===== src/include/msg_hub_defs.svh =====
`ifndef MSG_HUB_DEFS_SVH
`define MSG_HUB_DEFS_SVH

// ******************************
// Assertion message text
// ******************************

// Common prefix for every assertion report raised inside the hub,
// so a log search for one tag finds the FIFO and channel failures alike
`define MSG_HUB_ASSERT_PREFIX "[msg_hub]"

`endif


===== src/msg_hub_pkg.sv =====
package msg_hub_pkg;

  // ******************************
  // Message word
  // ******************************

  // Host stream word width, same on every channel
  localparam int MSG_WIDTH = 32;

  typedef logic [MSG_WIDTH-1:0] msg_word_t;

  // All ones closes the host stream
  localparam msg_word_t END_MARKER = '1;

  // ******************************
  // Queue depths
  // ******************************

  // Host-to-application and application-to-host queues
  localparam int HOST_FIFO_DEPTH = 16;

  // Loopback copies of acknowledged host words
  localparam int LOOP_FIFO_DEPTH = 8;

  // ******************************
  // Push port
  // ******************************

  // One write into a queue; en qualifies data
  typedef struct packed {
    logic      en;
    msg_word_t data;
  } msg_push_t;

endpackage


===== src/host_channel_ctrl.sv =====
`timescale 1ns/1ps
`include "msg_hub_defs.svh"

module host_channel_ctrl (
  input  logic                   clk,
  input  logic                   reset,
  input  msg_hub_pkg::msg_word_t host_head,
  input  logic                   host_pending,
  input  logic                   rd_empty,
  input  logic                   rd_open,
  input  logic                   app_done,
  input  logic                   wr_open,
  input  logic                   loop_empty,
  input  msg_hub_pkg::msg_push_t fpga_msg,
  output msg_hub_pkg::msg_push_t rd_push,
  output logic                   rd_eof,
  output logic                   loop_eof
);
  import msg_hub_pkg::*;

  logic marker_at_head;
  logic rd_eof_cond;
  logic loop_eof_cond;

  // ******************************
  // Application writes
  // ******************************

  // Nobody reads while the host channel is closed, so drop those words
  always_comb begin
    rd_push      = fpga_msg;
    rd_push.en   = fpga_msg.en && rd_open;
  end

  // ******************************
  // End-of-file conditions
  // ******************************

  // Marker only counts once everything ahead of it has been read out
  assign marker_at_head = host_pending && (host_head == END_MARKER);
  assign rd_eof_cond    = (marker_at_head && rd_empty) || app_done;

  // Loopback ends when the writer has closed and all copies are gone
  assign loop_eof_cond = !wr_open && loop_empty;

  always_ff @(posedge clk) begin
    if (reset) begin
      rd_eof   <= 1'b0;
      loop_eof <= 1'b0;
    end else begin
      rd_eof   <= rd_eof_cond;
      loop_eof <= loop_eof_cond;
    end
  end

  // Channel states and the write enable must be driven once out of reset
  a_inputs_known: assert property (
    @(posedge clk) disable iff (reset)
    !$isunknown({rd_open, wr_open, app_done, fpga_msg.en})
  ) else $error("%s channel control input unknown", `MSG_HUB_ASSERT_PREFIX);

endmodule


===== src/msg_fifo.sv =====
`timescale 1ns/1ps
`include "msg_hub_defs.svh"

module msg_fifo #(
  parameter int DEPTH = msg_hub_pkg::HOST_FIFO_DEPTH
) (
  input  logic                   clk,
  input  logic                   reset,
  input  msg_hub_pkg::msg_push_t push,
  input  logic                   pop,
  output msg_hub_pkg::msg_word_t head,
  output logic                   empty,
  output logic                   full
);
  import msg_hub_pkg::*;

  localparam int PTR_W = (DEPTH > 1) ? $clog2(DEPTH) : 1;
  localparam int CNT_W = $clog2(DEPTH + 1);

  msg_word_t        mem [DEPTH];
  logic [PTR_W-1:0] wr_ptr;
  logic [PTR_W-1:0] rd_ptr;
  logic [CNT_W-1:0] count;
  logic             do_push;
  logic             do_pop;

  // Wrap at DEPTH so non power of two depths also work
  function automatic logic [PTR_W-1:0] next_ptr(input logic [PTR_W-1:0] ptr);
    if (ptr == PTR_W'(DEPTH - 1)) begin
      return '0;
    end
    return ptr + 1'b1;
  endfunction

  // Push while full is dropped, pop while empty does nothing
  assign do_push = push.en && !full;
  assign do_pop  = pop && !empty;

  assign empty = (count == '0);
  assign full  = (count == CNT_W'(DEPTH));

  // Show-ahead: the head word is valid whenever empty is low
  assign head = mem[rd_ptr];

  // ******************************
  // Storage
  // ******************************

  always_ff @(posedge clk) begin
    if (do_push) begin
      mem[wr_ptr] <= push.data;
    end
  end

  // ******************************
  // Pointers and occupancy
  // ******************************

  always_ff @(posedge clk) begin
    if (reset) begin
      wr_ptr <= '0;
      rd_ptr <= '0;
      count  <= '0;
    end else begin
      if (do_push) begin
        wr_ptr <= next_ptr(wr_ptr);
      end
      if (do_pop) begin
        rd_ptr <= next_ptr(rd_ptr);
      end
      case ({do_push, do_pop})
        2'b10:   count <= count + 1'b1;
        2'b01:   count <= count - 1'b1;
        default: count <= count;
      endcase
    end
  end

  // Reader must watch empty before taking a word
  a_no_pop_when_empty: assert property (
    @(posedge clk) disable iff (reset) pop |-> !empty
  ) else $error("%s pop while empty", `MSG_HUB_ASSERT_PREFIX);

  // Any word offered at the head was written with known data
  a_head_known: assert property (
    @(posedge clk) disable iff (reset) !empty |-> !$isunknown(head)
  ) else $error("%s unknown word at head", `MSG_HUB_ASSERT_PREFIX);

endmodule


===== src/msg_hub_top.sv =====
`timescale 1ns/1ps

module msg_hub_top (
  input  logic                   clk,
  input  logic                   reset,

  // Host write channel
  input  msg_hub_pkg::msg_push_t host_wr,
  output logic                   host_wr_full,
  input  logic                   host_wr_open,

  // Host read channel
  input  logic                   host_rd_en,
  output msg_hub_pkg::msg_word_t host_rd_data,
  output logic                   host_rd_empty,
  input  logic                   host_rd_open,
  output logic                   host_rd_eof,

  // Loopback channel
  input  logic                   loop_rd_en,
  output msg_hub_pkg::msg_word_t loop_rd_data,
  output logic                   loop_rd_empty,
  output logic                   loop_rd_eof,

  // Application side
  output msg_hub_pkg::msg_word_t pc_msg,
  output logic                   pc_msg_pending,
  input  logic                   pc_msg_ack,
  input  msg_hub_pkg::msg_push_t fpga_msg,
  output logic                   fpga_msg_full,
  input  logic                   app_done
);
  import msg_hub_pkg::*;

  logic      host_empty;
  msg_push_t loop_push;
  msg_push_t rd_push;

  assign pc_msg_pending = !host_empty;

  // Every acknowledged host word is copied back toward the host
  assign loop_push = '{en: pc_msg_ack, data: pc_msg};

  // ******************************
  // Queues
  // ******************************

  msg_fifo #(
    .DEPTH (HOST_FIFO_DEPTH)
  ) host_fifo (
    .clk   (clk),
    .reset (reset),
    .push  (host_wr),
    .pop   (pc_msg_ack),
    .head  (pc_msg),
    .empty (host_empty),
    .full  (host_wr_full)
  );

  msg_fifo #(
    .DEPTH (HOST_FIFO_DEPTH)
  ) rd_fifo (
    .clk   (clk),
    .reset (reset),
    .push  (rd_push),
    .pop   (host_rd_en),
    .head  (host_rd_data),
    .empty (host_rd_empty),
    .full  (fpga_msg_full)
  );

  // Full is not reported to the host, a copy arriving while full is lost
  msg_fifo #(
    .DEPTH (LOOP_FIFO_DEPTH)
  ) loop_fifo (
    .clk   (clk),
    .reset (reset),
    .push  (loop_push),
    .pop   (loop_rd_en),
    .head  (loop_rd_data),
    .empty (loop_rd_empty),
    .full  ()
  );

  // ******************************
  // Channel control
  // ******************************

  host_channel_ctrl chan_ctrl (
    .clk          (clk),
    .reset        (reset),
    .host_head    (pc_msg),
    .host_pending (pc_msg_pending),
    .rd_empty     (host_rd_empty),
    .rd_open      (host_rd_open),
    .app_done     (app_done),
    .wr_open      (host_wr_open),
    .loop_empty   (loop_rd_empty),
    .fpga_msg     (fpga_msg),
    .rd_push      (rd_push),
    .rd_eof       (host_rd_eof),
    .loop_eof     (loop_rd_eof)
  );

endmodule


===== config.mk =====
export PLATFORM = sky130hd
export DESIGN_NAME = msg_hub_top
export DESIGN_NICKNAME = d
export VERILOG_FILES = /design/src/msg_hub_pkg.sv /design/src/host_channel_ctrl.sv /design/src/msg_fifo.sv /design/src/msg_hub_top.sv
export VERILOG_INCLUDE_DIRS = /design/src /design/src/include
export SDC_FILE = /design/constraint.sdc
export NUM_CORES = 1
export LEC_CHECK = 0
export BUFFER_PORTS_ARGS = -buffer_cell sky130_fd_sc_hd__buf_2
export CORE_MARGIN = 2
export CORE_UTILIZATION = 41
export DETAILED_ROUTE_END_ITERATION = 10
export PLACE_DENSITY = 0.65
export SKIP_LAST_GASP = 1
export SLEW_MARGIN = 15
export SYNTH_ARGS = -nofsm -noshare
export SYNTH_HDL_FRONTEND = slang
export SYNTH_SLANG_ARGS = --single-unit

===== constraint.sdc =====
create_clock -name clk -period 10.1 [get_ports clk]
set_input_delay 2.02 -clock clk [delete_from_list [all_inputs] [get_ports clk]]
set_output_delay 2.02 -clock clk [all_outputs]
set_load 0.005 [all_outputs]

### Word-level counts from Yosys, hierarchy flattened

Memory sizes are Yosys's and may differ from the RTL's. A register that Yosys moved wholly into a read port is not among the register bits.
Cells that the tools add are included.

| word-level totals | value |
|---|---|
| flip-flop bits (word level) | 38 |
| latch bits | 0 |
| memory bits (writable) | 1280 |
| ROM bits | 0 |
| input port bits | 74 |
| memories kept | 3 |

| operators by class | value |
|---|---|
| add/subtract/negate cells | 12 |
| multiply operators | 0 |
| divide/modulo/power cells | 0 |
| $lt $le $gt $ge | 0 |
| equality and inequality tests | 16 |
| shift-type cells | 0 |
| mux-type cells | 45 |
| bitwise operators | 0 |
| reduce and logical (&&, ||, !) cells | 24 |

Memories:

| memory | words | bits a word | rd ports | clocked after Yosys merged registers in | write ports | RTL line | RTL |
|---|---|---|---|---|---|---|---|
| host_fifo.mem | 16 | 32 | 1 | 1 | 1 | msg_fifo.sv:20 | `msg_word_t mem [DEPTH];` |
| rd_fifo.mem | 16 | 32 | 1 | 1 | 1 | msg_fifo.sv:20 |  |
| loop_fifo.mem | 8 | 32 | 1 | 1 | 1 | msg_fifo.sv:20 |  |

Operators by type and width:

| kind | count |
|---|---|
| $mux W4 | 12 |
| $eq A32 B32 Y1 const B | 1 |
| $mux W1 | 24 |
| $add A4 B1 Y4 const B | 5 |
| $eq A4 B4 Y1 const B | 5 |
| $pmux W5 S2 | 2 |
| $mux W3 | 6 |
| $add A5 B1 Y5 const B | 2 |
| $eq A5 B5 Y1 const B | 2 |
| $logic_and A1 B1 Y1 | 10 |
| $logic_not A5 Y1 | 2 |
| $sub A5 B1 Y5 const B | 2 |
| $pmux W4 S2 | 1 |
| $logic_not A1 Y1 | 7 |
| $add A3 B1 Y3 const B | 2 |
| $eq A2 B1 Y1 const B | 3 |
| $eq A2 B2 Y1 const B | 3 |
| $eq A3 B3 Y1 const B | 2 |
| $reduce_bool A2 Y1 | 3 |
| $logic_not A4 Y1 | 1 |
| $sub A4 B1 Y4 const B | 1 |
| $logic_or A1 B1 Y1 | 1 |

### Logic depth before layout (Yosys ltp)

| depth | value |
|---|---|
| depth in word-level cells | 8 |
| gate-level depth with buffers | 14 |
| depth with buffers taken out | 13 |

### Hierarchy

From an unflattened synthesis, not the netlist that was laid out.

| unflattened totals | value |
|---|---|
| cell total of the unflattened synthesis | 2233 |
| area, all modules | 51235.4 µm² |

By module, submodules not included:

| module | times used | cells an instance | area each (µm²) | seq. area each (µm²) |
|---|---|---|---|---|
| msg_fifo (rd_fifo) | 1 | 826 | 20289.5 | 15715.1 |
| msg_fifo (host_fifo) | 1 | 906 | 20131.8 | 15715.1 |
| msg_fifo (loop_fifo) | 1 | 450 | 10430.0 | 7947.6 |
| host_channel_ctrl | 1 | 50 | 380.4 | 40.0 |
| msg_hub_top | 1 | 1 | 3.8 | 0.0 |

### Worst setup path after synthesis

OpenSTA, ideal clock, no wires.

| timing path | value |
|---|---|
| path type | input -> register |
| start point | input port pc_msg_ack |
| end point | memory loop_fifo.mem[0][0] in the netlist's numbering (enable) |
| arrival | 5.294 ns |
| required time | 9.598 ns |
| setup slack | 4.305 ns |
| cell stages on the path | 2 |
| cells stage by stage | nand2_1 > nor4_1 |

| between the ends | value |
|---|---|
| longest elaborated chain between the ends | 3 |

Ends and longest elaborated chain:

| what | RTL line | RTL |
|---|---|---|
| start: declaration | msg_hub_top.sv:28 | `input logic pc_msg_ack,` |
| $logic_and A1 B1 Y1 | msg_fifo.sv:36 | `assign do_push = push.en && !full;` |
| $mux W1 | msg_fifo.sv:50 | `if (do_push) begin` |
| $mux W1 (implied by the code) | msg_fifo.sv:51 | `mem[wr_ptr] <= push.data;` |
| end: declaration | msg_fifo.sv:20 |  |

No other way between the ends.

==> run summary <==
Arrival @ worst endpoint: 3.76 ns
crit path launch type: flop
outcome: finished clean
register area share after synthesis: 0.781
Power Total: 13.9 mW
layout cells sized above 1: 0.333
Ports: 177
worst setup margin: 4.32 ns
worst vdd ir: 0.186 mV
Synth Flop Type: edfxtp_1
routability cong.: 0.748
most common cell in the netlist: edfxtp_1
total number of vias: 23600
HP Class: reg2reg
initial antenna violation count: 22
post-synth top area share: 0.762
final antenna-violating net count: 0
max-slew violation count: 0
gr ovfl total: 0
Net Sw Frac: 0.254
hold path cells: 2
FF-to-FF path depth: 7
Synth area leader: edfxtp_1
Post-Route WL: 116 mm
global router's overall resource usage: 0.185
Cell Area, Placed: 53500 sq um
Lkg Pwr: 18.0 nW
Post-Syn Area: 50500 sq um
first-pass GRT wire length: 167 mm
Internal: 10.4 mW
cts-stage hold buffer count: 0
# setup viols final: 0
DPL Wire Length: 61.1 mm
Iter 0 DRT Violations: 2906
Placed Instances: 3929
fill count: 9836
Crit. End Element: primary output
hold_ws: 0.504 ns
RSZ-0062 raised after global routing: false
Worst Hold Launch: loop_fifo.rd_ptr[2]
post-route setup TNS: 0 ns
slew margin rel.: 0.273
fin cells: 4173
Port Buf Inserts: 176
# Post-CTS Setup Buffers: 0
fmax: 173 MHz
fin area: 57800 sq um
synth warn: 0
Comb power frac: 0.189
syn avg cell area: 23.2 sq um
fin nets: 2545
part of the cycle the worst path needs: 0.572
Synth async-reset ratio: 0
CTS Buf Count: 135
DRC violations left: 0
Worst Clk Skew: 0.0267 ns
Syn-to-layout area delta: 14.5%
Reg clk slew, reported paths: 0.06 ns
EDFF count, synth: 1280
Initial Utilization: 0.414
wire per inst: 27.7 microns
P_sw: 3.54 mW
pin count of the biggest net entering global routing: 129
Synth Instances: 2176
R2R Path End: chan_ctrl.rd_eof
Slew @ Worst Pin: 1.09 ns
Seq cells post-synth: 1329
Total Die Area: 126000 sq um
vias per inst: 5.65
Clock Latency Late Sink: 0.76 ns
min cycle time layout: 5.78 ns
row cnt: 128
Seq pwr share: 0.470
Sinks on Clock Net: 1329
Die Y: 355 microns
Clk pwr share: 0.340
Synth area leaders: edfxtp_1, mux4_2, dfxtp_1
post-synth net total: 2278
TritonCTS clock tree: yes
clock buffer depth: 3
TritonRoute pass-1 iters: 5
Final Hold Violating Endpoints: 0
Post-synth top cells: edfxtp_1, mux4_2, a22oi_1
vias in the first global route: 24600
CTS root buffer: clkbuf_16
R2R Setup Slk: 6.31 ns
Synth cell types: 38
core area: 122000 sq um
die width: 355 microns
Pwr Density: 241 nW/um^2
number of gates resized after cts: 0
CP Max Fanout: 65
CP Data Required Time: 8.08 ns
DP Worst Slack: 4.77 ns
H-tree depth: 4
Core Util, Final: 0.473
Worst Setup Path Type: reg2out
Max Cap Viol: 0
==> cell usage in the layout (no fill, tap or decap), drive strengths merged, types with 2 or more instances in the layout <==
cell type | synthesis | final
edfxtp | 1280 | 1280
mux4 | 352 | 352
buf | 59 | 234
clkbuf | 45 | 174
a22oi | 62 | 62
nand2 | 57 | 57
dfxtp | 49 | 49
nor2 | 49 | 49
clkinv | 0 | 45
mux2 | 32 | 32
a21oi | 30 | 30
inv | 19 | 27
ha | 25 | 25
and2 | 19 | 19
nor3 | 18 | 18
xor2 | 12 | 12
nand4 | 7 | 7
bufinv | 0 | 7
nor2b | 7 | 7
nand2b | 6 | 6
o21ai | 6 | 6
diode | 0 | 5
mux2i | 5 | 5
xnor2 | 5 | 5
nor3b | 4 | 4
a21o | 4 | 4
or3 | 4 | 4
nor4 | 4 | 4
and3 | 3 | 3
nand3 | 3 | 3
fa | 3 | 3
clkinvlp | 0 | 3
a211oi | 2 | 2
and4 | 2 | 2
==> worst max-delay path by stage <==
stage	to	slack, ns	cells past startpoint
floorplan	loop_fifo.mem[0][0]	4.30	2
global placement	host_rd_data[8]	4.83	4
detailed placement	host_rd_data[9]	4.77	4
CTS	host_rd_data[9]	3.94	4
global route	host_rd_data[9]	4.05	5
finish	host_rd_data[18]	4.32	4
==> power groups by stage <==
| stage | Clock (mW) | Combinational (mW) | Sequential [mW] |
|---|---|---|---|
| 2_1_floorplan | 0 | 1.90 | 6.56 |
| 3_3_place_gp | 0 | 2.55 | 6.68 |
| 3_5_place_dp | 0 | 2.62 | 6.70 |
| 4_1_cts | 4.84 | 2.63 | 6.59 |
| 5_1_grt | 5.04 | 2.85 | 6.57 |
| 6_report | 4.74 | 2.64 | 6.55 |
==> per-layer routing <==
layer / vias up / global-route usage / routed length, microns
met1: 12600 / 0.242 / 45100
met2: 948 / 0.298 / 56400
met3: 232 / 0.0556 / 11000
li1: 9764 / - / -
met4: 22 / 0.0583 / 3010
met5: - / 0 / 140
==> registers in the layout, indices dropped and copies added (netlist names), 4 cells and up, named ones only <==
name / cells
host_fifo.count: 5
rd_fifo.rd_ptr: 4
loop_fifo.count: 4
rd_fifo.wr_ptr: 4
host_fifo.mem: 512
loop_fifo.mem: 256
rd_fifo.count: 5
host_fifo.rd_ptr: 4
host_fifo.wr_ptr: 4
rd_fifo.mem: 512
==> worst max-delay path, cell delays in order (launching register included) <==
cell and delay [ns]:
dfxtp_4 0.98, buf_4 0.85, mux4_2 0.41, mux4_2 0.52, buf_2 0.15
==> final cells by class <==
| cell class | count | area (sq um) | area share |
|---|---|---|---|
| sequential | 1329 | 39400 | 0.683 |
| tap | 1625 | 2030 | 0.0352 |
| antenna | 5 | 12.5 | 0.000217 |
| timing repair buffer | 234 | 1370 | 0.0237 |
| clock inverter | 63 | 554 | 0.00959 |
| multi-input combinational | 724 | 10600 | 0.184 |
| inverter | 19 | 71.3 | 0.00123 |
| clock buffer | 174 | 3640 | 0.0630 |
==> kinds of logic (layout without fill, tap and decap cells) <==
kind of cell | count (synthesis) | after routing | synth area share
other cells | 0 | 5 | 0
xor+xnor | 17 | 17 | 0.00295
simple gates | 183 | 183 | 0.0171
buf+inv | 123 | 490 | 0.0120
compound gates | 107 | 107 | 0.0142
flops | 1329 | 1329 | 0.781
fa+ha+maj | 28 | 28 | 0.00739
mux | 389 | 389 | 0.165
Power figures use the tool's default switching activity.
